[config.mk]
export PLATFORM = sky130hd
export DESIGN_NAME = fetch_unit
export DESIGN_NICKNAME = d
export VERILOG_FILES = /design/src/fetch_unit.sv
export VERILOG_INCLUDE_DIRS = /design/src
export SDC_FILE = /design/constraint.sdc
export NUM_CORES = 1
export LEC_CHECK = 0
export BUFFER_PORTS_ARGS = -buffer_cell sky130_fd_sc_hd__buf_2
export CORE_ASPECT_RATIO = 0.9
export CORE_MARGIN = 10
export CORE_UTILIZATION = 45
export CTS_BUF_LIST = sky130_fd_sc_hd__clkbuf_4 sky130_fd_sc_hd__clkbuf_8
export DETAILED_ROUTE_END_ITERATION = 10
export GPL_ROUTABILITY_DRIVEN = 0
export PLACE_DENSITY = 0.8
export SYNTH_ARGS = -nofsm -noshare
export SYNTH_HDL_FRONTEND = slang
export SYNTH_SLANG_ARGS = --single-unit
[constraint.sdc]
create_clock -name clk -period 2.9 [get_ports clk]
set_clock_uncertainty 0.1 [all_clocks]
set_input_delay 0.29 -clock clk [delete_from_list [all_inputs] [get_ports clk]]
set_output_delay 0.29 -clock clk [all_outputs]
set_load 0.01 [all_outputs]
[src/riscv_macros.svh]
`ifndef RISCV_MACROS_SVH
`define RISCV_MACROS_SVH

// datapath width
`define XLEN        32

// first fetch address after reset
`define RESET_PC    32'h0000_0000

// word address widths of the two memories
`define IMEM_AWIDTH 10
`define DMEM_AWIDTH 10

// the only CSR this core implements
`define CSR_ADDR    12'h51e

`endif
[src/fetch_unit.sv]
`default_nettype none
`timescale 1ns/100ps

`include "riscv_macros.svh"

module fetch_unit (
    input  wire              clk,
    input  wire              rst_i,
    input  wire              redirect_i,
    input  wire [`XLEN-1:0]  target_i,
    output logic [`XLEN-1:0] pc_next_o,   // imem read address
    output logic [`XLEN-1:0] pc_o,
    output logic             if_valid_o
);

    logic [`XLEN-1:0] pc_q;

    always_comb begin
        if (rst_i) begin
            pc_next_o = `RESET_PC;
        end else if (redirect_i) begin
            pc_next_o = target_i;       // target word arrives next cycle
        end else begin
            pc_next_o = pc_q + 32'd4;
        end
    end

    // tracks the address of the word now leaving imem
    always_ff @(posedge clk) begin
        pc_q <= pc_next_o;
    end

    assign pc_o = pc_q;

    // no usable word during reset or while execute redirects
    assign if_valid_o = ~rst_i & ~redirect_i;

endmodule

`default_nettype wire

==> results by group <==
Run status
  – Status: completed

Drt
  – Pre-Repair DR Iteration Count: 4
  – Via Count: around 2.1k
  – Uppermost routed layer: met4
  – Met2 wire len: ~2800 µm
  – Vias/cell: between 5 and 6
  – Routed Antenna Nets: 0
  – WL met1: 2620 µm
  – DRC viols: 0
  – Met3 Routed Length: 577 µm
  – DR iter-0 viols: just under 200
  – Wire length per cell: between 15 and 20 µm
  – Final wirelength: between 6000 and 7000 µm

Placement
  – I/O Buffers: just under 100
  – Worst slack, placed: 193 ps
  – Final HPWL DP: 4630 µm

Global routing
  – Gr usage total: between 10% and 20%
  – GRT overflow: 0
  – Vias in the first global route: 2026
  – Initial antenna violation count: 0
  – Largest net degree at the start of global routing: 34
  – First-pass GRT wire length: 9670 µm

Finish
  – Layout cells sized above 1: a little over two fifths
  – Number of fillers in the final layout: around 350
  – Area growth from synthesis to layout: 41.3%
  – Antenna diodes: 0
  – Layout net count: approximately 350
  – Largest register FFs: 32

Die
  – Core ar.: approximately 3700 µm²
  – Die height: about 79 µm
  – Row cnt: 21
  – Die width: ~86 µm
  – Initial Util: between 40 and 50%
  – Boundary pin count: 100
  – Die area: approximately 7000 µm²

Yosys
  – Ys flop type: dfxtp_1
  – Number of flops mapped to enable cells by yosys: 0
  – Syn Std Cell Area: about 1800 µm²
  – Avg Cell Area, Syn: about 8.3 µm²
  – Synthesized instance count: ~210
  – Synth warnings: 0
  – Mapped Nets: about 250
  – Synth top area cells: dfxtp_1 (36%), nor2_1 (7.7%), a211oi_1 (5.6%)
  – Synth unique cells: 38
  – Synth top cells by count: nor2_1 (36), dfxtp_1 (32), a211oi_1 (13)
  – Most common cell in the synthesized netlist: nor2_1
  – Yosys reg bits: 32
  – Synth top area share: roughly 36%
  – Register area share after synthesis: 36.4%
  – Ys async rst share: 0%
  – Leading area contributor after synthesis: dfxtp_1

Timing
  – Final setup fails: 0
  – Final period util: 96.7%
  – Fmax achieved: approximately 360 MHz
  – Normalized max-slew margin: a little under three fifths
  – Fin. Hold Viols: 0
  – Final WS setup: approximately 97 ps
  – Worst-Margin Slew: 646 ps
  – Slew Limit Fails: 0
  – Tmin final: 2800 ps
  – Final setup TNS: 0 ps

Flow run
  – Max-cap viol count: 0

Power
  – PnR Total Power: ~1.1 mW
  – Worst IR drop on VDD: ~300 µV
  – PD cells: roughly 450 nW/µm²
  – Leakage power: between 1 and 1.5 nW

Worst hold path
  – Worst hold path type: in2reg

Setup path
  – Arr. time, crit path: 2410 ps
  – CP Class: reg2out
  – R2R Setup Slk: about 760 ps
  – CP required: roughly 2500 ps
  – CP endpoint kind: primary output
  – CP max FO: 6
  – Startpoint Class: flop

Clock tree
  – Root Buffer: clkbuf_8
  – CTS Buf Count: 5
  – CTS Buffer Depth: 2
  – CTS clock-pin slew for the worst setup and hold paths: about 60 ps
  – Worst skew pair latency: 280 ps
  – TritonCTS clock tree: built
  – Clock Sinks: 32
  – H-tree depth: 2
layout by cell type (no fill, tap or decap), types with 2 or more instances in the layout:
| master | synthesis | layout |
|---|---|---|
| and3_1 | 4 | 4 |
| nand2_1 | 10 | 10 |
| a211oi_1 | 13 | 13 |
| or4_1 | 5 | 5 |
| mux2i_1 | 3 | 3 |
| nor3_1 | 4 | 4 |
| a311oi_1 | 11 | 7 |
| xor2_1 | 6 | 6 |
| nand4_1 | 10 | 10 |
| nor4_1 | 6 | 6 |
| nand3_1 | 9 | 9 |
| dfxtp_2 | 0 | 8 |
| a31o_2 | 2 | 2 |
| dfxtp_1 | 32 | 23 |
| a21oi_1 | 2 | 2 |
| clkbuf_8 | 0 | 6 |
| buf_2 | 1 | 99 |
| or3_1 | 5 | 3 |
| or3_4 | 0 | 2 |
| a311oi_2 | 0 | 4 |
| clkbuf_4 | 0 | 2 |
| and4_1 | 4 | 4 |
| a221oi_1 | 2 | 2 |
| nor2_1 | 36 | 36 |
| o31ai_1 | 6 | 6 |
| xnor2_1 | 7 | 7 |
| o21ai_0 | 3 | 3 |
| buf_4 | 0 | 9 |
| inv_1 | 10 | 10 |
per-stage QoR:
step | cells | util [%] | instance area (µm²) | hold slack [ps]
6_report | 365 | 66.6 | 2480 | 175
3_3_place_gp | 353 | 61.5 | 2290 | 403
5_1_grt | 365 | 66.6 | 2480 | 166
3_5_place_dp | 353 | 61.5 | 2290 | 417
4_1_cts | 361 | 64.6 | 2410 | 168
2_1_floorplan | 213 | - | 1760 | 322
metal layers:
layer | vias to the layer above | GRT usage (%)
met1 | 949 | 20.5
li1 | 1036 | -
met3 | 9 | 6.22
met5 | - | 0
met4 | 0 | 6.25
met2 | 89 | 26.7
kinds of logic after synthesis:
logic type	after synthesis	share of synthesized area, %
flops	32	36.4
buf+inv	21	5.69
fa+ha+maj	1	0.712
compound gates	43	18.9
mux	3	1.71
simple gates	100	30.1
xor+xnor	13	6.48
worst max-delay path: stages, from the launching register on:
cell and delay (ps):
dfxtp_1 410, nand4_1 230, or3_1 470, or4_1 470
a311oi_1 350, buf_2 200
final timing paths:
path | from | to | cells past startpoint
max | pc_o[11]$_DFF_P_ | pc_next_o[23] | 5
min | target_i[4] | pc_o[4]$_DFF_P_ | 3
max reg2reg | pc_o[11]$_DFF_P_ | pc_o[23]$_DFF_P_ | 4
min reg2reg | pc_o[0]$_DFF_P_ | pc_o[0]$_DFF_P_ | 2
report_power, final:
| part | internal (mW) | switching [mW] | leakage [nW] |
|---|---|---|---|
| combinational | 0.0980 | 0.122 | 0.783 |
| clock | 0.212 | 0.161 | 0.0523 |
| sequential | 0.473 | 0.0420 | 0.269 |
| total | 0.783 | 0.325 | 1.10 |
layout make-up:
cell class / count / area (µm²) / share of cell area [%]
tap: 46 / 57.6 / 2.32
clock buffer: 8 / 97.6 / 3.93
multi-input combinational: 161 / 1070 / 43.2
sequential: 32 / 654 / 26.3
timing repair buffer: 108 / 563 / 22.7
inverter: 10 / 37.5 / 1.51
what timing repair did:
item | CTS | global route
resized for setup | 5 | 14
pin swaps | 0 | 6
hold buffers | 0 | 0
buffers inserted | 0 | 3
gates cloned | 0 | 1
endpoints found under the setup margin | 5 | 8
Power figures use the tool's default switching activity.
