File: src/riscv_macros.svh
`ifndef RISCV_MACROS_SVH
`define RISCV_MACROS_SVH

// datapath width
`define XLEN        32

// first fetch address after reset
`define RESET_PC    32'h0000_0000

// word address widths of the two memories
`define IMEM_AWIDTH 10
`define DMEM_AWIDTH 10

// the only CSR this core implements
`define CSR_ADDR    12'h51e

`endif
File: src/riscv_pkg.sv
`default_nettype none

`include "riscv_macros.svh"

package riscv_pkg;

    typedef enum logic [6:0] {
        OPC_LUI    = 7'b0110111,
        OPC_JAL    = 7'b1101111,
        OPC_BRANCH = 7'b1100011,
        OPC_LOAD   = 7'b0000011,
        OPC_STORE  = 7'b0100011,
        OPC_OP_IMM = 7'b0010011,
        OPC_OP     = 7'b0110011,
        OPC_SYSTEM = 7'b1110011
    } opcode_e;

    typedef enum logic [3:0] {
        ALU_ADD, ALU_SUB, ALU_AND, ALU_OR, ALU_XOR,
        ALU_SLL, ALU_SRL, ALU_SRA, ALU_SLT, ALU_SLTU,
        ALU_PASS_B      // LUI
    } alu_op_e;

    typedef enum logic [1:0] {BR_NONE, BR_BEQ, BR_BNE, BR_JAL} branch_e;

    // encoding follows funct3[1:0] of loads and stores
    typedef enum logic [1:0] {MEM_BYTE, MEM_HALF, MEM_WORD} mem_size_e;

    typedef enum logic [1:0] {WB_ALU, WB_LOAD, WB_PC_PLUS4} wb_sel_e;

    typedef struct packed {
        alu_op_e   alu_op;
        logic      src_b_imm;      // operand b from immediate
        branch_e   branch;
        logic      mem_read;
        logic      mem_write;
        mem_size_e mem_size;
        logic      load_unsigned;
        logic      reg_write;
        wb_sel_e   wb_sel;
        logic      csr_write;
        logic      csr_imm;        // CSRRWI, value in imm
    } ctrl_t;

    typedef struct packed {
        logic             valid;
        logic [`XLEN-1:0] pc;
        logic [`XLEN-1:0] rs1_data;
        logic [`XLEN-1:0] rs2_data;
        logic [4:0]       rs1_addr;
        logic [4:0]       rs2_addr;
        logic [4:0]       rd;
        logic [`XLEN-1:0] imm;
        ctrl_t            ctrl;
    } id_ex_t;

    typedef struct packed {
        logic             valid;
        logic [4:0]       rd;
        logic [`XLEN-1:0] result;
        logic [`XLEN-1:0] pc_plus4;
        logic [1:0]       byte_off;    // low address bits for load lane select
        mem_size_e        mem_size;
        logic             load_unsigned;
        logic             reg_write;
        wb_sel_e          wb_sel;
    } ex_wb_t;

    typedef struct packed {
        logic             we;
        logic [4:0]       addr;
        logic [`XLEN-1:0] data;
    } wb_t;

endpackage

`default_nettype wire

File: src/writeback.sv
`default_nettype none
`timescale 1ns/100ps

`include "riscv_macros.svh"

module writeback import riscv_pkg::*; (
    input  wire ex_wb_t     ex_wb_i,
    input  wire [`XLEN-1:0] dmem_rdata_i,
    output wb_t             wb_o
);

    logic [`XLEN-1:0] shifted;
    logic [`XLEN-1:0] load_data;

    // addressed byte or half moved down to bit 0
    assign shifted = dmem_rdata_i >> {ex_wb_i.byte_off, 3'b000};

    always_comb begin
        case (ex_wb_i.mem_size)
            MEM_BYTE: load_data = ex_wb_i.load_unsigned ? {24'b0, shifted[7:0]} :
                                  {{24{shifted[7]}}, shifted[7:0]};
            MEM_HALF: load_data = ex_wb_i.load_unsigned ? {16'b0, shifted[15:0]} :
                                  {{16{shifted[15]}}, shifted[15:0]};
            default:  load_data = dmem_rdata_i;
        endcase
    end

    always_comb begin
        wb_o.we   = ex_wb_i.valid & ex_wb_i.reg_write;
        wb_o.addr = ex_wb_i.rd;
        case (ex_wb_i.wb_sel)
            WB_LOAD:     wb_o.data = load_data;
            WB_PC_PLUS4: wb_o.data = ex_wb_i.pc_plus4;
            default:     wb_o.data = ex_wb_i.result;
        endcase
    end

endmodule

`default_nettype wire

File: config.mk
export PLATFORM = sky130hd
export DESIGN_NAME = writeback
export DESIGN_NICKNAME = d
export VERILOG_FILES = /design/src/riscv_pkg.sv /design/src/writeback.sv
export VERILOG_INCLUDE_DIRS = /design/src
export SDC_FILE = /design/constraint.sdc
export NUM_CORES = 1
export LEC_CHECK = 0
export BUFFER_PORTS_ARGS = -buffer_cell sky130_fd_sc_hd__buf_2
export CAP_MARGIN = 20
export CORE_MARGIN = 5
export CORE_UTILIZATION = 37
export DETAILED_ROUTE_END_ITERATION = 10
export PLACE_DENSITY = 0.84
export SLEW_MARGIN = 20
export SYNTH_ARGS = -nofsm -noshare
export SYNTH_HDL_FRONTEND = slang
export SYNTH_SLANG_ARGS = --single-unit
File: constraint.sdc
create_clock -name vclk -period 1.56
set_input_delay 0 -clock vclk [all_inputs]
set_output_delay 0 -clock vclk [all_outputs]
set_load 0.05 [all_outputs]
==> metrics.md <==
| Metric | Value |
|---|---|
| First-pass GRT wire length | `9.27 mm` |
| Worst path slowest cell | `ha_2` |
| Setup crit start kind | `input pin` |
| Crit. End Element | `output port` |
| Power per Cell Area | `493 mW/mm^2` |
| Share of cells above drive strength 1 | `56.5%` |
| Total Power | `1.10 mW` |
| Crit path cell chain | `buf_2 -> inv_1 -> ha_2 -> buf_4 -> nor2b_2 -> buf_4 -> a22oi_1 -> nand2_1 -> buf_2` |
| Rows | `22` |
| Most frequent cells in the layout | `134 x buf_2, 25 x nand2_1, 23 x a22oi_1` |
| IO Pins | `148` |
| Cells after synthesis | `205` |
| Combinational share of power | `100.0%` |
| CP Max Fanout | `14` |
| Antenna violations before repair | `0` |
| Hold Buf Count CTS | `0` |
| Sw frac | `65.9%` |
| Area growth, synth to finish | `57.6%` |
| CP Data Arrival Time | `1.44 ns` |
| Grt met2 use | `37.3%` |
| Post-DP HPWL | `5.16 mm` |
| Vias in the first global route | `1973` |
| Leak Pwr | `1.09 nW` |
| Gr usage total | `21.5%` |
| 1st-pass router iterations | `4` |
| Sw power | `724 uW` |
| FFs & Latches | `0` |
| Routed Wire Length | `6.04 mm` |
| Max incr delay on CP | `0.30 ns` |
| Clk_buf instances | `0` |
| Starting density of the core | `38.4%` |
| Slew @ Worst Pin | `0.386 ns` |
| Cell Int Power | `375 uW` |
| Crit path buffers/inverters | `5` |
| Max VDD drop | `0.000263 V` |
| Clock power share | `0%` |
| Kind of critical path | `input pin to output port` |
| Final hold violation count | `0` |
| Sequential cell area | `0 sq um` |
| Final global-route overflow total | `0` |
| Flop pwr share | `0%` |
| Syn. warnings | `0` |
| GRT Max-Usage Layer | `met2` |
| Syn_area_per_cell | `6.91 sq um` |
| Commonest non-fill, non-tap cell in the layout | `buf_2` |
| Critical Path RT | `1.56 ns` |
| Largest net degree at the start of global routing | `50` |
| Max Slew Vio Count | `0` |
| DRC Markers | `0` |
| Final Worst Setup Slack | `0.117 ns` |
| Global Route met1 Usage | `27.6%` |
| Path type of the worst min-delay path | `input pin to output port` |
| Core Footprint | `0.00369 sq mm` |
| Antenna Cells | `0` |
| Via count | `2113` |
| Dpl ws | `-0.0557 ns` |
| Die width | `71.9 microns` |
| Die ar. | `0.00517 sq mm` |
| DR iter-0 viols | `101` |
| Post-synth cell types | `39` |
| Die height | `71.9 microns` |
| Vias per cell | `5.60` |
| Post-DRT Antenna Nets | `0` |
| Drt wl/cell | `16.0 microns` |
| Cell Area, Synth | `0.00142 sq mm` |
| Final setup violation count | `0` |
| Crit path time final | `1.44 ns` |
| Status | `complete, no violations` |
| Routability cong. | `0.899` |
| Delay-heaviest family, CP | `buffers and inverters` |
| Crit share post-route | `92.5%` |
| Unrepaired setup endpoints after global routing | `false` |
| Post-synthesis net count | `317` |
| Fmax | `693 MHz` |
| GR Layer Usage met3 | `5.05%` |
| Final #Nets | `443` |
| Max-Cap Viols | `0` |
| Input/output buffers | `138` |
| Slew Limit Headroom | `74.1%` |
| Seq/Total Area, Yosys | `0%` |
## cell families (layout without fill, tap and decap cells)
logic type / count (synthesis) / in the layout / synth area share (%)
buffers and inverters: 33 / 157 / 12.5
adders and majority gates: 2 / 2 / 1.77
and+or+nand+nor: 55 / 55 / 19.5
muxes: 10 / 10 / 8.22
AOI/OAI and AO/OA: 104 / 104 / 57.4
xor gates and xnor gates: 1 / 1 / 0.618
## metal layers
layer / vias to the layer above / wire length, microns
li1: 1053 / -
met1: 956 / 2510
met2: 100 / 2830
met3: 4 / 632
met4: 0 / 66
met5: - / 0
## area by class of cell
cell class,count,area [sq um]
fillers,363,1460
repair buffers,153,851
inverters,4,15.0
multi-input cells,172,1310
well taps,48,60.1
## power by group through the flow
stage                     Clock [mW]  Sequential, mW  Combinational [mW]
after floorplan                    0               0               0.785
after global placement             0               0                1.08
after detailed placement           0               0                1.09
after CTS                          0               0                1.09
after global routing               0               0                1.18
final                              0               0                1.10
## cell usage after synthesis (all sizes together)
cell type | instances | share of area, %
a22oi | 26 | 14
nand2 | 25 | 6.6
a21oi | 21 | 7.4
o211ai | 17 | 14
buf | 16 | 8.0
o21ai | 14 | 4.9
clkbuf | 13 | 3.4
nor2 | 11 | 3.4
mux2i | 10 | 8.2
o221ai | 10 | 7.4
a221oi | 7 | 4.3
a2bb2oi | 7 | 4.3
nand3b | 7 | 3.7
inv | 4 | 1.1
and2 | 2 | 0.88
ha | 2 | 1.8
nand2b | 2 | 0.88
nor2b | 2 | 0.88
nor3 | 2 | 1.1
nor3b | 1 | 0.53
nor4 | 1 | 0.44
o31ai | 1 | 0.53
o32ai | 1 | 1.1
or3 | 1 | 0.44
or3b | 1 | 0.62
xnor2 | 1 | 0.62
## timing repair
item,CTS,global route
cloned,0,0
pin swaps,0,1
endpoints found under the setup margin,7,13
setup buffers,0,1
gates resized for setup,2,4
endpoints found under the hold margin,0,0
## metrics by stage
step	area (sq um)	utilization, %	TNS [ns]	hold WS (ns)	std cells
3_5_place_dp	2200	59.6	-0.253	0.000370	376
3_3_place_gp	2200	59.6	0	0.000370	376
2_1_floorplan	1490	-	-0.0841	0.167	205
5_1_grt	2230	60.5	0	0.000135	377
6_report	2230	60.5	0	0.0000193	377
4_1_cts	2200	59.7	0	0.000370	376
## final timing paths
| path | startpoint | endpoint | slack, ns | depth (start not counted) |
|---|---|---|---|---|
| worst max-delay path | ex_wb_i[0] | wb_o[0] | 0.12 | 9 |
| worst min-delay path | ex_wb_i[73] | wb_o[33] | 0.00002 | 0 |
No activity file was read; power rests on OpenSTA's default activity.
