[src/riscv_macros.svh]
`ifndef RISCV_MACROS_SVH
`define RISCV_MACROS_SVH

// datapath width
`define XLEN        32

// first fetch address after reset
`define RESET_PC    32'h0000_0000

// word address widths of the two memories
`define IMEM_AWIDTH 10
`define DMEM_AWIDTH 10

// the only CSR this core implements
`define CSR_ADDR    12'h51e

`endif
[src/riscv_pkg.sv]
`default_nettype none

`include "riscv_macros.svh"

package riscv_pkg;

    typedef enum logic [6:0] {
        OPC_LUI    = 7'b0110111,
        OPC_JAL    = 7'b1101111,
        OPC_BRANCH = 7'b1100011,
        OPC_LOAD   = 7'b0000011,
        OPC_STORE  = 7'b0100011,
        OPC_OP_IMM = 7'b0010011,
        OPC_OP     = 7'b0110011,
        OPC_SYSTEM = 7'b1110011
    } opcode_e;

    typedef enum logic [3:0] {
        ALU_ADD, ALU_SUB, ALU_AND, ALU_OR, ALU_XOR,
        ALU_SLL, ALU_SRL, ALU_SRA, ALU_SLT, ALU_SLTU,
        ALU_PASS_B      // LUI
    } alu_op_e;

    typedef enum logic [1:0] {BR_NONE, BR_BEQ, BR_BNE, BR_JAL} branch_e;

    // encoding follows funct3[1:0] of loads and stores
    typedef enum logic [1:0] {MEM_BYTE, MEM_HALF, MEM_WORD} mem_size_e;

    typedef enum logic [1:0] {WB_ALU, WB_LOAD, WB_PC_PLUS4} wb_sel_e;

    typedef struct packed {
        alu_op_e   alu_op;
        logic      src_b_imm;      // operand b from immediate
        branch_e   branch;
        logic      mem_read;
        logic      mem_write;
        mem_size_e mem_size;
        logic      load_unsigned;
        logic      reg_write;
        wb_sel_e   wb_sel;
        logic      csr_write;
        logic      csr_imm;        // CSRRWI, value in imm
    } ctrl_t;

    typedef struct packed {
        logic             valid;
        logic [`XLEN-1:0] pc;
        logic [`XLEN-1:0] rs1_data;
        logic [`XLEN-1:0] rs2_data;
        logic [4:0]       rs1_addr;
        logic [4:0]       rs2_addr;
        logic [4:0]       rd;
        logic [`XLEN-1:0] imm;
        ctrl_t            ctrl;
    } id_ex_t;

    typedef struct packed {
        logic             valid;
        logic [4:0]       rd;
        logic [`XLEN-1:0] result;
        logic [`XLEN-1:0] pc_plus4;
        logic [1:0]       byte_off;    // low address bits for load lane select
        mem_size_e        mem_size;
        logic             load_unsigned;
        logic             reg_write;
        wb_sel_e          wb_sel;
    } ex_wb_t;

    typedef struct packed {
        logic             we;
        logic [4:0]       addr;
        logic [`XLEN-1:0] data;
    } wb_t;

endpackage

`default_nettype wire

[src/decoder.sv]
`default_nettype none
`timescale 1ns/100ps

`include "riscv_macros.svh"

module decoder import riscv_pkg::*; (
    input  wire              clk,
    input  wire              rst_i,
    input  wire [`XLEN-1:0]  inst_i,
    input  wire [`XLEN-1:0]  pc_i,
    input  wire              if_valid_i,
    input  wire              kill_i,
    output logic [4:0]       rs1_addr_o,
    output logic [4:0]       rs2_addr_o,
    input  wire [`XLEN-1:0]  rs1_data_i,
    input  wire [`XLEN-1:0]  rs2_data_i,
    output id_ex_t           id_ex_o
);

    logic [2:0]       funct3;
    ctrl_t            ctrl;
    logic [`XLEN-1:0] imm;
    id_ex_t           id_ex_q;

    // sub only for the register form but sra for both
    function automatic alu_op_e alu_decode(input logic [2:0] f3, input logic alt,
                                           input logic is_op);
        case (f3)
            3'b000:  return (is_op && alt) ? ALU_SUB : ALU_ADD;
            3'b001:  return ALU_SLL;
            3'b010:  return ALU_SLT;
            3'b011:  return ALU_SLTU;
            3'b100:  return ALU_XOR;
            3'b101:  return alt ? ALU_SRA : ALU_SRL;
            3'b110:  return ALU_OR;
            default: return ALU_AND;
        endcase
    endfunction

    assign funct3     = inst_i[14:12];
    assign rs1_addr_o = inst_i[19:15];
    assign rs2_addr_o = inst_i[24:20];

    always_comb begin
        ctrl = '0;                                  // no-op by default
        imm  = {{20{inst_i[31]}}, inst_i[31:20]};   // I type
        case (inst_i[6:0])
            OPC_LUI: begin
                imm            = {inst_i[31:12], 12'b0};
                ctrl.alu_op    = ALU_PASS_B;
                ctrl.src_b_imm = 1'b1;
                ctrl.reg_write = 1'b1;
            end
            OPC_JAL: begin
                imm            = {{11{inst_i[31]}}, inst_i[31], inst_i[19:12],
                                  inst_i[20], inst_i[30:21], 1'b0};
                ctrl.branch    = BR_JAL;
                ctrl.reg_write = 1'b1;
                ctrl.wb_sel    = WB_PC_PLUS4;
            end
            OPC_BRANCH: begin
                imm = {{19{inst_i[31]}}, inst_i[31], inst_i[7], inst_i[30:25],
                       inst_i[11:8], 1'b0};
                if (funct3 == 3'b000) begin
                    ctrl.branch = BR_BEQ;
                end else if (funct3 == 3'b001) begin
                    ctrl.branch = BR_BNE;
                end
            end
            OPC_LOAD: begin
                if (funct3[1:0] != 2'b11 && funct3 != 3'b110) begin
                    ctrl.src_b_imm     = 1'b1;
                    ctrl.mem_read      = 1'b1;
                    ctrl.mem_size      = mem_size_e'(funct3[1:0]);
                    ctrl.load_unsigned = funct3[2];
                    ctrl.reg_write     = 1'b1;
                end
            end
            OPC_STORE: begin
                imm = {{20{inst_i[31]}}, inst_i[31:25], inst_i[11:7]};
                if (funct3[1:0] != 2'b11 && funct3[2] == 1'b0) begin
                    ctrl.src_b_imm = 1'b1;
                    ctrl.mem_write = 1'b1;
                    ctrl.mem_size  = mem_size_e'(funct3[1:0]);
                end
            end
            OPC_OP_IMM: begin
                ctrl.alu_op    = alu_decode(funct3, inst_i[30], 1'b0);
                ctrl.src_b_imm = 1'b1;
                ctrl.reg_write = 1'b1;
            end
            OPC_OP: begin
                ctrl.alu_op    = alu_decode(funct3, inst_i[30], 1'b1);
                ctrl.reg_write = 1'b1;
            end
            OPC_SYSTEM: begin
                imm = {27'b0, inst_i[19:15]};       // zimm for CSRRWI
                if (inst_i[31:20] == `CSR_ADDR && funct3[1:0] == 2'b01) begin
                    ctrl.csr_write = 1'b1;
                    ctrl.csr_imm   = funct3[2];
                end
            end
            default: ;
        endcase
    end

    always_ff @(posedge clk) begin
        id_ex_q.pc       <= pc_i;
        id_ex_q.rs1_data <= rs1_data_i;
        id_ex_q.rs2_data <= rs2_data_i;
        id_ex_q.rs1_addr <= rs1_addr_o;
        id_ex_q.rs2_addr <= rs2_addr_o;
        id_ex_q.rd       <= inst_i[11:7];
        id_ex_q.imm      <= imm;
        id_ex_q.ctrl     <= ctrl;
        // bubble on reset, on a kill from execute or with no fetched word
        id_ex_q.valid    <= ~(rst_i | kill_i | ~if_valid_i);
    end

    assign id_ex_o = id_ex_q;

endmodule

`default_nettype wire

[config.mk]
export PLATFORM = sky130hd
export DESIGN_NAME = decoder
export DESIGN_NICKNAME = d
export VERILOG_FILES = /design/src/riscv_pkg.sv /design/src/decoder.sv
export VERILOG_INCLUDE_DIRS = /design/src
export SDC_FILE = /design/constraint.sdc
export NUM_CORES = 1
export LEC_CHECK = 0
export BUFFER_PORTS_ARGS = -buffer_cell sky130_fd_sc_hd__buf_2
export CORE_ASPECT_RATIO = 2
export CORE_UTILIZATION = 30
export CTS_CLUSTER_DIAMETER = 100
export DETAILED_ROUTE_END_ITERATION = 6
export HOLD_SLACK_MARGIN = 0.1
export SYNTH_ARGS = -nofsm -noshare
export SYNTH_HDL_FRONTEND = slang
export SYNTH_SLANG_ARGS = --single-unit
[constraint.sdc]
create_clock -name clk -period 1.73 [get_ports clk]
set_clock_uncertainty 0.1 [all_clocks]
set_input_delay 0.346 -clock clk [delete_from_list [all_inputs] [get_ports clk]]
set_output_delay 0.346 -clock clk [all_outputs]
set_load 0.005 [all_outputs]
==> metrics.yaml <==
outcome:
  status: "finished clean"
worst_setup_path:
  critPathArrivalTime_ns: 1.95
  cp-end-kind: "flop"
  cp_max_fo: 3
  required_ns: 1.98
  crit_buf_inv: 2
  cp_slowest_cell: "dlygate4sd3_1"
  critical-path-top-delay-family: "simple AND/OR/NAND/NOR gates"
  crit_chain: "dlygate4sd3_1 -> buf_2 -> or4_4 -> nor2_2 -> and3_1 -> and2_1"
  max_stage_delay_ns: 0.55
  criticalPathCategory: "input pin to flop"
  worstSetupStartpointType: "input pin"
timing:
  whs_ns: 0.1405
  hold_viol: 0
  finalCritPeriodShare: 0.9838
  min_period_ns: 1.702
  clock.fmax_ghz: 0.5876
  rsz0062_at_grt: "no"
  slew_violations: 0
  setup_viol: 0
  tns_ns: 0
cts:
  clockBufferDepth: 2
  tritoncts: "done"
  path_clk_slew_ns: 0.06
  cts-root-buf: "clkbuf_16"
  htreeDepth: 4
  cts_buffers: 17
  clock-sinks: 160
global_routing:
  met2_usage: 0.4123
  grt_first_pass_wirelength_um: 22560
  met3_usage: 0.05637
  met1_usage: 0.1845
  grt_busiest_layer: "met2"
  overflow: 0
  grt_max_degree: 18
  antenna_found_initial: 1
  grt_pass1_vias: 4120
  grtUsageTotal: 0.2148
synth:
  synthCells: 293
  ys_top_cells_by_count: "dfxtp_1 (160), a21o_1 (20), buf_4 (12)"
  yosysWarnings: 0
  synth_edf_count: 0
  ys_top_cells_by_area: "dfxtp_1 (77%), a21o_1 (3.6%), buf_4 (2.2%), nor2b_1 (1.2%), and3_1 (1.1%)"
  synth_cell_type_count: 48
  synth.net_count: 425
  avgSynthCellArea_um2: 14.14
  yosys.area.top_type: "dfxtp_1"
  yosysTopAreaCellShare: 0.7732
  syn_area_um2: 4143
  ys_seq_area_frac: 0.7732
  async_reset_ff_frac: 0
  ys.flop_type: "dfxtp_1"
  synth.most_common_cell: "dfxtp_1"
  ys_ff_latch: 160
layout:
  drive_above_1_share: 0.4899
  utilization: 0.5666
  num-fill-cells: 1101
  syn2layout_area_growth_pct: 83.78
  finalNonFillerCells: 899
  largest_reg_flops: 160
  nets: 862
route:
  drtIter0Drc: 61
  wl_um: 15580
  first_pass_iters: 4
  wl_per_cell_um: 17.33
  vias: 3893
  ant_nets: 0
  routed_via_density: 4.330
  drcViolationCount: 0
die:
  die_h_um: 168.2
  ios: 303
  fp.dieW_um: 85.10
  core_area_um2: 13440
  die_area_um2: 14310
  row_count: 60
  start_util: 0.3083
place:
  dpl.cell_count: 748
  hpwl_um: 10680
  place.gp.congestion: 0.8565
  io_buffers: 301
power_and_ir_drop:
  leakage_uw: 0.003837
  powerDensity_nw_per_um2: 1090
  vdd_drop_max_v: 0.0006478
run:
  cap_viol_max_count: 0
worst_hold_path:
  hold_class: "input pin to flop"
cells by family (layout without fill, tap and decap cells):
group	after synthesis	in the layout	synth area share
DFF	160	160	0.7732
other	1	2	0.0009052
xor gates and xnor gates	2	2	0.004229
muxes	1	1	0.002416
buffers and inverters	23	473	0.03836
AOI/OAI and AO/OA	41	41	0.07853
and+or+nand+nor	65	65	0.1024
placed cells by master (no fill, tap or decap), types with 5 or more instances in the layout:
cell	Yosys	final
buf_4	12	19
dlygate4sd3_1	0	118
nor2_1	9	8
nor2b_1	8	8
dfxtp_1	160	160
and3_1	7	7
inv_8	0	5
nand2_1	10	10
clkbuf_16	0	17
a21o_1	20	20
buf_2	4	301
inv_6	0	5
repair_timing:
item / 4_1_cts / 5_1_grt
setup endpoints to repair: 0 / 1
setup buffers: 0 / 0
resized for setup: 0 / 2
hold endpoints to repair: 127 / 0
hold buffers: 118 / 0
layout make-up:
class	count	area, µm²	area share
diodes	1	2.502	0.0003287
multi-input cells	110	787.0	0.1034
clock inverters	14	140.1	0.01841
inverters	2	7.507	0.0009860
repair buffers	439	2850	0.3744
clock buffers	18	429.2	0.05637
well taps	155	193.9	0.02547
flip-flops and latches	160	3203	0.4207
routing by layer:
layer	up-vias	routed length [µm]
li1	1850	-
met1	1785	5021
met2	204	8572
met3	54	1030
met4	0	952
met5	-	0
final timing paths:
check | from | to | cells after the start
worst max-delay path | inst_i[25] | id_ex_o[0] | 6
worst min-delay path | inst_i[30] | id_ex_o[47] | 2
where the power goes:
group	internal (µW)	switching [µW]	total, µW
logic	486	327	813
clock network	1920	1640	3570
registers	3870	47.9	3920
total	6280	2020	8300
stage by stage:
| stage | total power, µW | instance area, µm² | worst slack [ns] |
|---|---|---|---|
| floorplan | 4164 | 4143 | 0.1256 |
| global placement | 4578 | 5854 | 0.02174 |
| detailed placement | 4586 | 5854 | 0.006658 |
| CTS | 8376 | 7605 | 0.007687 |
| global route | 8631 | 7614 | 0.001497 |
| finish | 8300 | 7614 | 0.02803 |
Note: power is estimated with default switching activity, not from simulation.
