`config.mk`:
```
export PLATFORM = sky130hd
export DESIGN_NAME = execute
export DESIGN_NICKNAME = d
export VERILOG_FILES = /design/src/riscv_pkg.sv /design/src/execute.sv
export VERILOG_INCLUDE_DIRS = /design/src
export SDC_FILE = /design/constraint.sdc
export NUM_CORES = 1
export LEC_CHECK = 0
export ABC_CLOCK_PERIOD_IN_PS = 10250
export BUFFER_PORTS_ARGS = -buffer_cell sky130_fd_sc_hd__buf_2
export CAP_MARGIN = 30
export CORE_UTILIZATION = 50
export CTS_CLUSTER_DIAMETER = 150
export DETAILED_ROUTE_END_ITERATION = 8
export PLACE_DENSITY = 0.75
export SETUP_SLACK_MARGIN = 0.5
export SYNTH_ARGS = -nofsm -noshare
export SYNTH_HDL_FRONTEND = slang
export SYNTH_SLANG_ARGS = --single-unit
```
`constraint.sdc`:
```
create_clock -name clk -period 10.25 [get_ports clk]
set_input_delay 1.025 -clock clk [delete_from_list [all_inputs] [get_ports clk]]
set_output_delay 1.025 -clock clk [all_outputs]
set_load 0.005 [all_outputs]
```
`src/riscv_macros.svh`:
```
`ifndef RISCV_MACROS_SVH
`define RISCV_MACROS_SVH

// datapath width
`define XLEN        32

// first fetch address after reset
`define RESET_PC    32'h0000_0000

// word address widths of the two memories
`define IMEM_AWIDTH 10
`define DMEM_AWIDTH 10

// the only CSR this core implements
`define CSR_ADDR    12'h51e

`endif
```
`src/riscv_pkg.sv`:
```
`default_nettype none

`include "riscv_macros.svh"

package riscv_pkg;

    typedef enum logic [6:0] {
        OPC_LUI    = 7'b0110111,
        OPC_JAL    = 7'b1101111,
        OPC_BRANCH = 7'b1100011,
        OPC_LOAD   = 7'b0000011,
        OPC_STORE  = 7'b0100011,
        OPC_OP_IMM = 7'b0010011,
        OPC_OP     = 7'b0110011,
        OPC_SYSTEM = 7'b1110011
    } opcode_e;

    typedef enum logic [3:0] {
        ALU_ADD, ALU_SUB, ALU_AND, ALU_OR, ALU_XOR,
        ALU_SLL, ALU_SRL, ALU_SRA, ALU_SLT, ALU_SLTU,
        ALU_PASS_B      // LUI
    } alu_op_e;

    typedef enum logic [1:0] {BR_NONE, BR_BEQ, BR_BNE, BR_JAL} branch_e;

    // encoding follows funct3[1:0] of loads and stores
    typedef enum logic [1:0] {MEM_BYTE, MEM_HALF, MEM_WORD} mem_size_e;

    typedef enum logic [1:0] {WB_ALU, WB_LOAD, WB_PC_PLUS4} wb_sel_e;

    typedef struct packed {
        alu_op_e   alu_op;
        logic      src_b_imm;      // operand b from immediate
        branch_e   branch;
        logic      mem_read;
        logic      mem_write;
        mem_size_e mem_size;
        logic      load_unsigned;
        logic      reg_write;
        wb_sel_e   wb_sel;
        logic      csr_write;
        logic      csr_imm;        // CSRRWI, value in imm
    } ctrl_t;

    typedef struct packed {
        logic             valid;
        logic [`XLEN-1:0] pc;
        logic [`XLEN-1:0] rs1_data;
        logic [`XLEN-1:0] rs2_data;
        logic [4:0]       rs1_addr;
        logic [4:0]       rs2_addr;
        logic [4:0]       rd;
        logic [`XLEN-1:0] imm;
        ctrl_t            ctrl;
    } id_ex_t;

    typedef struct packed {
        logic             valid;
        logic [4:0]       rd;
        logic [`XLEN-1:0] result;
        logic [`XLEN-1:0] pc_plus4;
        logic [1:0]       byte_off;    // low address bits for load lane select
        mem_size_e        mem_size;
        logic             load_unsigned;
        logic             reg_write;
        wb_sel_e          wb_sel;
    } ex_wb_t;

    typedef struct packed {
        logic             we;
        logic [4:0]       addr;
        logic [`XLEN-1:0] data;
    } wb_t;

endpackage

`default_nettype wire

```
`src/execute.sv`:
```
`default_nettype none
`timescale 1ns/100ps

`include "riscv_macros.svh"

module execute import riscv_pkg::*; (
    input  wire                     clk,
    input  wire                     rst_i,
    input  wire id_ex_t             id_ex_i,
    input  wire wb_t                wb_i,
    output logic                    redirect_o,
    output logic [`XLEN-1:0]        target_o,
    output logic [`DMEM_AWIDTH-1:0] dmem_addr_o,
    output logic [3:0]              dmem_wbe_o,
    output logic [`XLEN-1:0]        dmem_wdata_o,
    output ex_wb_t                  ex_wb_o,
    output logic [`XLEN-1:0]        csr_o,
    output logic                    csr_wr_o
);

    ctrl_t            ctrl;
    logic [`XLEN-1:0] op_a;
    logic [`XLEN-1:0] rs2_fwd;
    logic [`XLEN-1:0] op_b;
    logic [`XLEN-1:0] alu_res;
    logic [1:0]       byte_off;
    logic             taken;
    logic [`XLEN-1:0] csr_q;
    logic             csr_wr_q;
    ex_wb_t           ex_wb_q;

    assign ctrl = id_ex_i.ctrl;

    // bypass from write back, x0 never forwarded
    assign op_a = (wb_i.we && wb_i.addr != 5'd0 && wb_i.addr == id_ex_i.rs1_addr) ?
                  wb_i.data : id_ex_i.rs1_data;
    assign rs2_fwd = (wb_i.we && wb_i.addr != 5'd0 && wb_i.addr == id_ex_i.rs2_addr) ?
                     wb_i.data : id_ex_i.rs2_data;
    assign op_b = ctrl.src_b_imm ? id_ex_i.imm : rs2_fwd;

    always_comb begin
        case (ctrl.alu_op)
            ALU_ADD:    alu_res = op_a + op_b;
            ALU_SUB:    alu_res = op_a - op_b;
            ALU_AND:    alu_res = op_a & op_b;
            ALU_OR:     alu_res = op_a | op_b;
            ALU_XOR:    alu_res = op_a ^ op_b;
            ALU_SLL:    alu_res = op_a << op_b[4:0];
            ALU_SRL:    alu_res = op_a >> op_b[4:0];
            ALU_SRA:    alu_res = $signed(op_a) >>> op_b[4:0];
            ALU_SLT:    alu_res = {31'b0, $signed(op_a) < $signed(op_b)};
            ALU_SLTU:   alu_res = {31'b0, op_a < op_b};
            default:    alu_res = op_b;     // PASS_B
        endcase
    end

    // branch compare on the forwarded register values
    always_comb begin
        case (ctrl.branch)
            BR_BEQ:  taken = (op_a == rs2_fwd);
            BR_BNE:  taken = (op_a != rs2_fwd);
            BR_JAL:  taken = 1'b1;
            default: taken = 1'b0;
        endcase
    end

    assign redirect_o = id_ex_i.valid & taken;
    assign target_o   = id_ex_i.pc + id_ex_i.imm;

    assign byte_off    = alu_res[1:0];
    assign dmem_addr_o = alu_res[`DMEM_AWIDTH+1:2];

    // replicate store data across lanes, enables pick the live ones
    always_comb begin
        case (ctrl.mem_size)
            MEM_BYTE: begin
                dmem_wdata_o = {4{rs2_fwd[7:0]}};
                dmem_wbe_o   = 4'b0001 << byte_off;
            end
            MEM_HALF: begin
                dmem_wdata_o = {2{rs2_fwd[15:0]}};
                dmem_wbe_o   = 4'b0011 << {byte_off[1], 1'b0};
            end
            default: begin
                dmem_wdata_o = rs2_fwd;
                dmem_wbe_o   = 4'b1111;
            end
        endcase
        if (!(id_ex_i.valid && ctrl.mem_write)) begin
            dmem_wbe_o = 4'b0000;
        end
    end

    always_ff @(posedge clk) begin
        if (rst_i) begin
            csr_q    <= '0;
            csr_wr_q <= 1'b0;
        end else begin
            csr_wr_q <= id_ex_i.valid & ctrl.csr_write;   // one cycle strobe
            if (id_ex_i.valid && ctrl.csr_write) begin
                csr_q <= ctrl.csr_imm ? id_ex_i.imm : op_a;
            end
        end
    end

    assign csr_o    = csr_q;
    assign csr_wr_o = csr_wr_q;

    always_ff @(posedge clk) begin
        ex_wb_q.valid         <= id_ex_i.valid & ~rst_i;
        ex_wb_q.rd            <= id_ex_i.rd;
        ex_wb_q.result        <= alu_res;
        ex_wb_q.pc_plus4      <= id_ex_i.pc + 32'd4;   // JAL link
        ex_wb_q.byte_off      <= byte_off;
        ex_wb_q.mem_size      <= ctrl.mem_size;
        ex_wb_q.load_unsigned <= ctrl.load_unsigned;
        ex_wb_q.reg_write     <= ctrl.reg_write;
        ex_wb_q.wb_sel        <= ctrl.mem_read ? WB_LOAD : ctrl.wb_sel;
    end

    assign ex_wb_o = ex_wb_q;

endmodule

`default_nettype wire

```
==> summary.md <==
| Metric | Value |
|---|---|
| Status | complete, but fails checks |
| Failing checks | DRC |
| Cts hold-fix bufs | 0 |
| CP startpoint | wb_i[33] |
| M1 WL | 32.1 mm |
| Worst endpoint data arrival time | 7.38 ns |
| # setup viols final | 0 |
| IO Port Bufs | 390 |
| Total clock sinks | 109 |
| Pins over their slew limit | 0 |
| CP Data Required Time | 9.23 ns |
| Reg2Reg Depth | 2 |
| Unique masters post-synth | 90 |
| Clk slew on worst S/H paths | 0.10 ns |
| Root buffer cell | clkbuf_16 |
| Mapped Cells | 2250 |
| Min cycle time layout | 8.40 ns |
| Synth-to-layout area growth | 15.1% |
| CP Launch Type | primary input |
| Crit. End Element | output port |
| Post-DP HPWL | 67.6 mm |
| PD cells | 110 nW/um^2 |
| Primary FF master, synth | dfxtp_1 |
| Share of the synthesized area in the top cell type | 13.4% |
| Chip Height | 182 um |
| Fill cell count | 2961 |
| Mapped Nets | 2583 |
| Register area share after synthesis | 13.4% |
| Die ar. | 33200 um^2 |
| Die Wd | 182 um |
| RSZ-0062 raised after global routing | no |
| Fin area | 18700 um^2 |
| Initial antenna violation count | 4 |
| Max frequency | 119 MHz |
| Largest net degree at the start of global routing | 64 |
| DR WL met2 | 35.9 mm |
| First-pass GRT wire length | 124 mm |
| Critical path destination | dmem_wbe_o[2] |
| Wire length on met3 | 11.2 mm |
| Crit Path Max Fanout | 29 |
| Top cells by area, synth | dfxtp_1, ha_1, a21oi_1 |
| Placed Cells | 2962 |
| TNS Setup | 0 ns |
| Total track usage | 49.9% |
| Post-synth EDFFs | 0 |
| Total grt overflow | 0 |
| DRC viols | 4 |
| Synth async-reset ratio | 0% |
| Worst-Skew Late Latency | 0.40 ns |
| Yosys top cell by area | dfxtp_1 |
| Register Area | 2180 um^2 |
| Ports | 391 |
| Final Hold Vio Count | 0 |
| R2r setup slk | 9.54 ns |
| Total power | 2.06 mW |
| # Max-Cap Violations | 0 |
| Post-DR wirelength/cell | 28.9 um |
| Final Routed Wirelength | 86.2 mm |
| Worst Tran Pin Value | 1.06 ns |
| CP Class | in -> out |
| Post-CTS setup buffer count | 0 |
| Number of global-route vias before repair | 19100 |
| Synth warn | 0 |
| Worst Skew | 0 ns |
| Initial core utilization | 51.1% |
| DR top layer | met5 |
| HP Class | reg -> reg |
| RR Startpoint | csr_o[12] |
| First DRT Iteration DRCs | 3133 |
| Multi-input gate area | 12900 um^2 |
| CTS tree | built |
| Core area | 31800 um^2 |
| CTS Buf Count | 9 |
| Area of the mapped netlist | 16300 um^2 |
| Finished Layout Cells | 2983 |
| Slack of the critical path | 1.85 ns |
| Final net count | 2872 |
| GPL Wtd Cong | 1.15 |
| Num rows | 65 |
| Rel. slew slack | 29.3% |
| 1st-pass router iterations | 9 |
| Final period util | 82.0% |
| Resized cells post-CTS | 0 |
| #FFs+latches synth | 109 |
| Placed Area | 18400 um^2 |
| Lkg Pwr | 8.51 nW |
| R2R Path End | csr_o[12] |
| Routed Antenna Nets | 0 |
| DR vias/cell | 6.93 |
| Vias | 20700 |
| Pre-CTS setup slack | 2.09 ns |
| Synth Area per Inst | 7.22 um^2 |
| Layout cells sized above 1 | 22.3% |
| H-tree depth | 3 |
| Peak VDD IR | 0.0927 mV |
| Clk buf depth | 2 |
where the power goes:
group	internal, mW	leakage [nW]	switching, mW
logic	0.418	7.45	0.769
registers	0.460	0.910	0.0114
clock network	0.179	0.154	0.227
total	1.06	8.51	1.01
worst max-delay path, stage by stage:
cell	delay (ns)
buf_2	0.13
xor2_1	0.17
or4b_1	0.62
nor2_4	0.11
buf_4	0.42
mux2_2	0.44
inv_1	0.25
ha_1	0.23
inv_1	0.07
fa_1	0.46
nor2b_1	0.16
o31a_1	0.31
o41ai_1	0.57
a21oi_1	0.35
o311a_1	0.45
or3_1	0.44
a221o_1	0.54
nand2_1	0.15
o22ai_2	0.11
o221a_1	0.24
buf_2	0.12
stage by stage:
stage | util [%] | hold slack [ns]
after global routing | 58.8 | 0.520
after CTS | 58.8 | 0.491
after global placement | 57.7 | 0.462
final | 58.8 | 0.497
after detailed placement | 57.8 | 0.469
after floorplan | - | 0.479
synth_stat cells (all sizes together), types with 17 or more instances:
cell type / instances
a211oi: 26
a21o: 30
a21oi: 244
a22oi: 28
a31oi: 17
buf: 63
clkbuf: 92
dfxtp: 109
ha: 129
inv: 105
mux2: 66
mux2i: 123
nand2: 153
nand3: 46
nand4: 24
nor2: 293
nor3: 37
o211ai: 37
o21ai: 138
o221ai: 20
o22ai: 41
xnor2: 103
xor2: 24
worst min path at each step:
stage                         start        end  cells after the start
final                     csr_o[18]  csr_o[18]                      2
after global routing       csr_o[6]   csr_o[6]                      2
after CTS                  csr_o[5]   csr_o[5]                      2
after detailed placement   csr_o[5]   csr_o[5]                      2
after global placement    csr_o[18]  csr_o[18]                      2
after floorplan           csr_o[21]  csr_o[21]                      2
layer usage:
metal  global-route usage [%]  up-vias
met2                     74.5     1805
met1                     61.7     9589
met3                     15.0      438
met5                     2.22        -
li1                         -     8837
met4                     33.5        4
cell type report:
class | instances | area share (%)
multi-input cells | 1876 | 69.2
repair buffers | 433 | 12.2
flip-flops and latches | 109 | 11.7
well taps | 435 | 2.91
inverters | 110 | 2.23
clock buffers | 9 | 1.20
clock inverters | 7 | 0.502
diodes | 4 | 0.0535
registers in the layout, indices dropped and copies added (netlist names):
signal / flops
ex_wb_o: 76
csr_wr_o: 1
csr_o: 32
kinds of logic (layout without fill, tap and decap cells):
| family | count (synthesis) | count (layout) | share of synthesized area (%) |
|---|---|---|---|
| AO/OA/AOI/OAI | 752 | 752 | 30.2 |
| XOR/XNOR | 127 | 127 | 6.84 |
| adder cells (fa/ha/maj) | 132 | 132 | 10.3 |
| buffers and inverters | 265 | 559 | 7.17 |
| flip-flops | 109 | 109 | 13.4 |
| multiplexers | 198 | 198 | 13.5 |
| other | 0 | 4 | 0 |
| AND/OR/NAND/NOR | 667 | 667 | 18.6 |
cell usage in the layout, fill, tap and decap left out, drive strengths merged, types with 66 or more instances in the layout:
cell,synthesis,routed
ha,129,129
mux2,66,66
buf,63,431
xnor2,103,103
dfxtp,109,109
nand2,153,153
mux2i,123,123
o21ai,138,138
inv,105,109
nor2,293,293
a21oi,244,244
(Power assumes the default switching activity.)
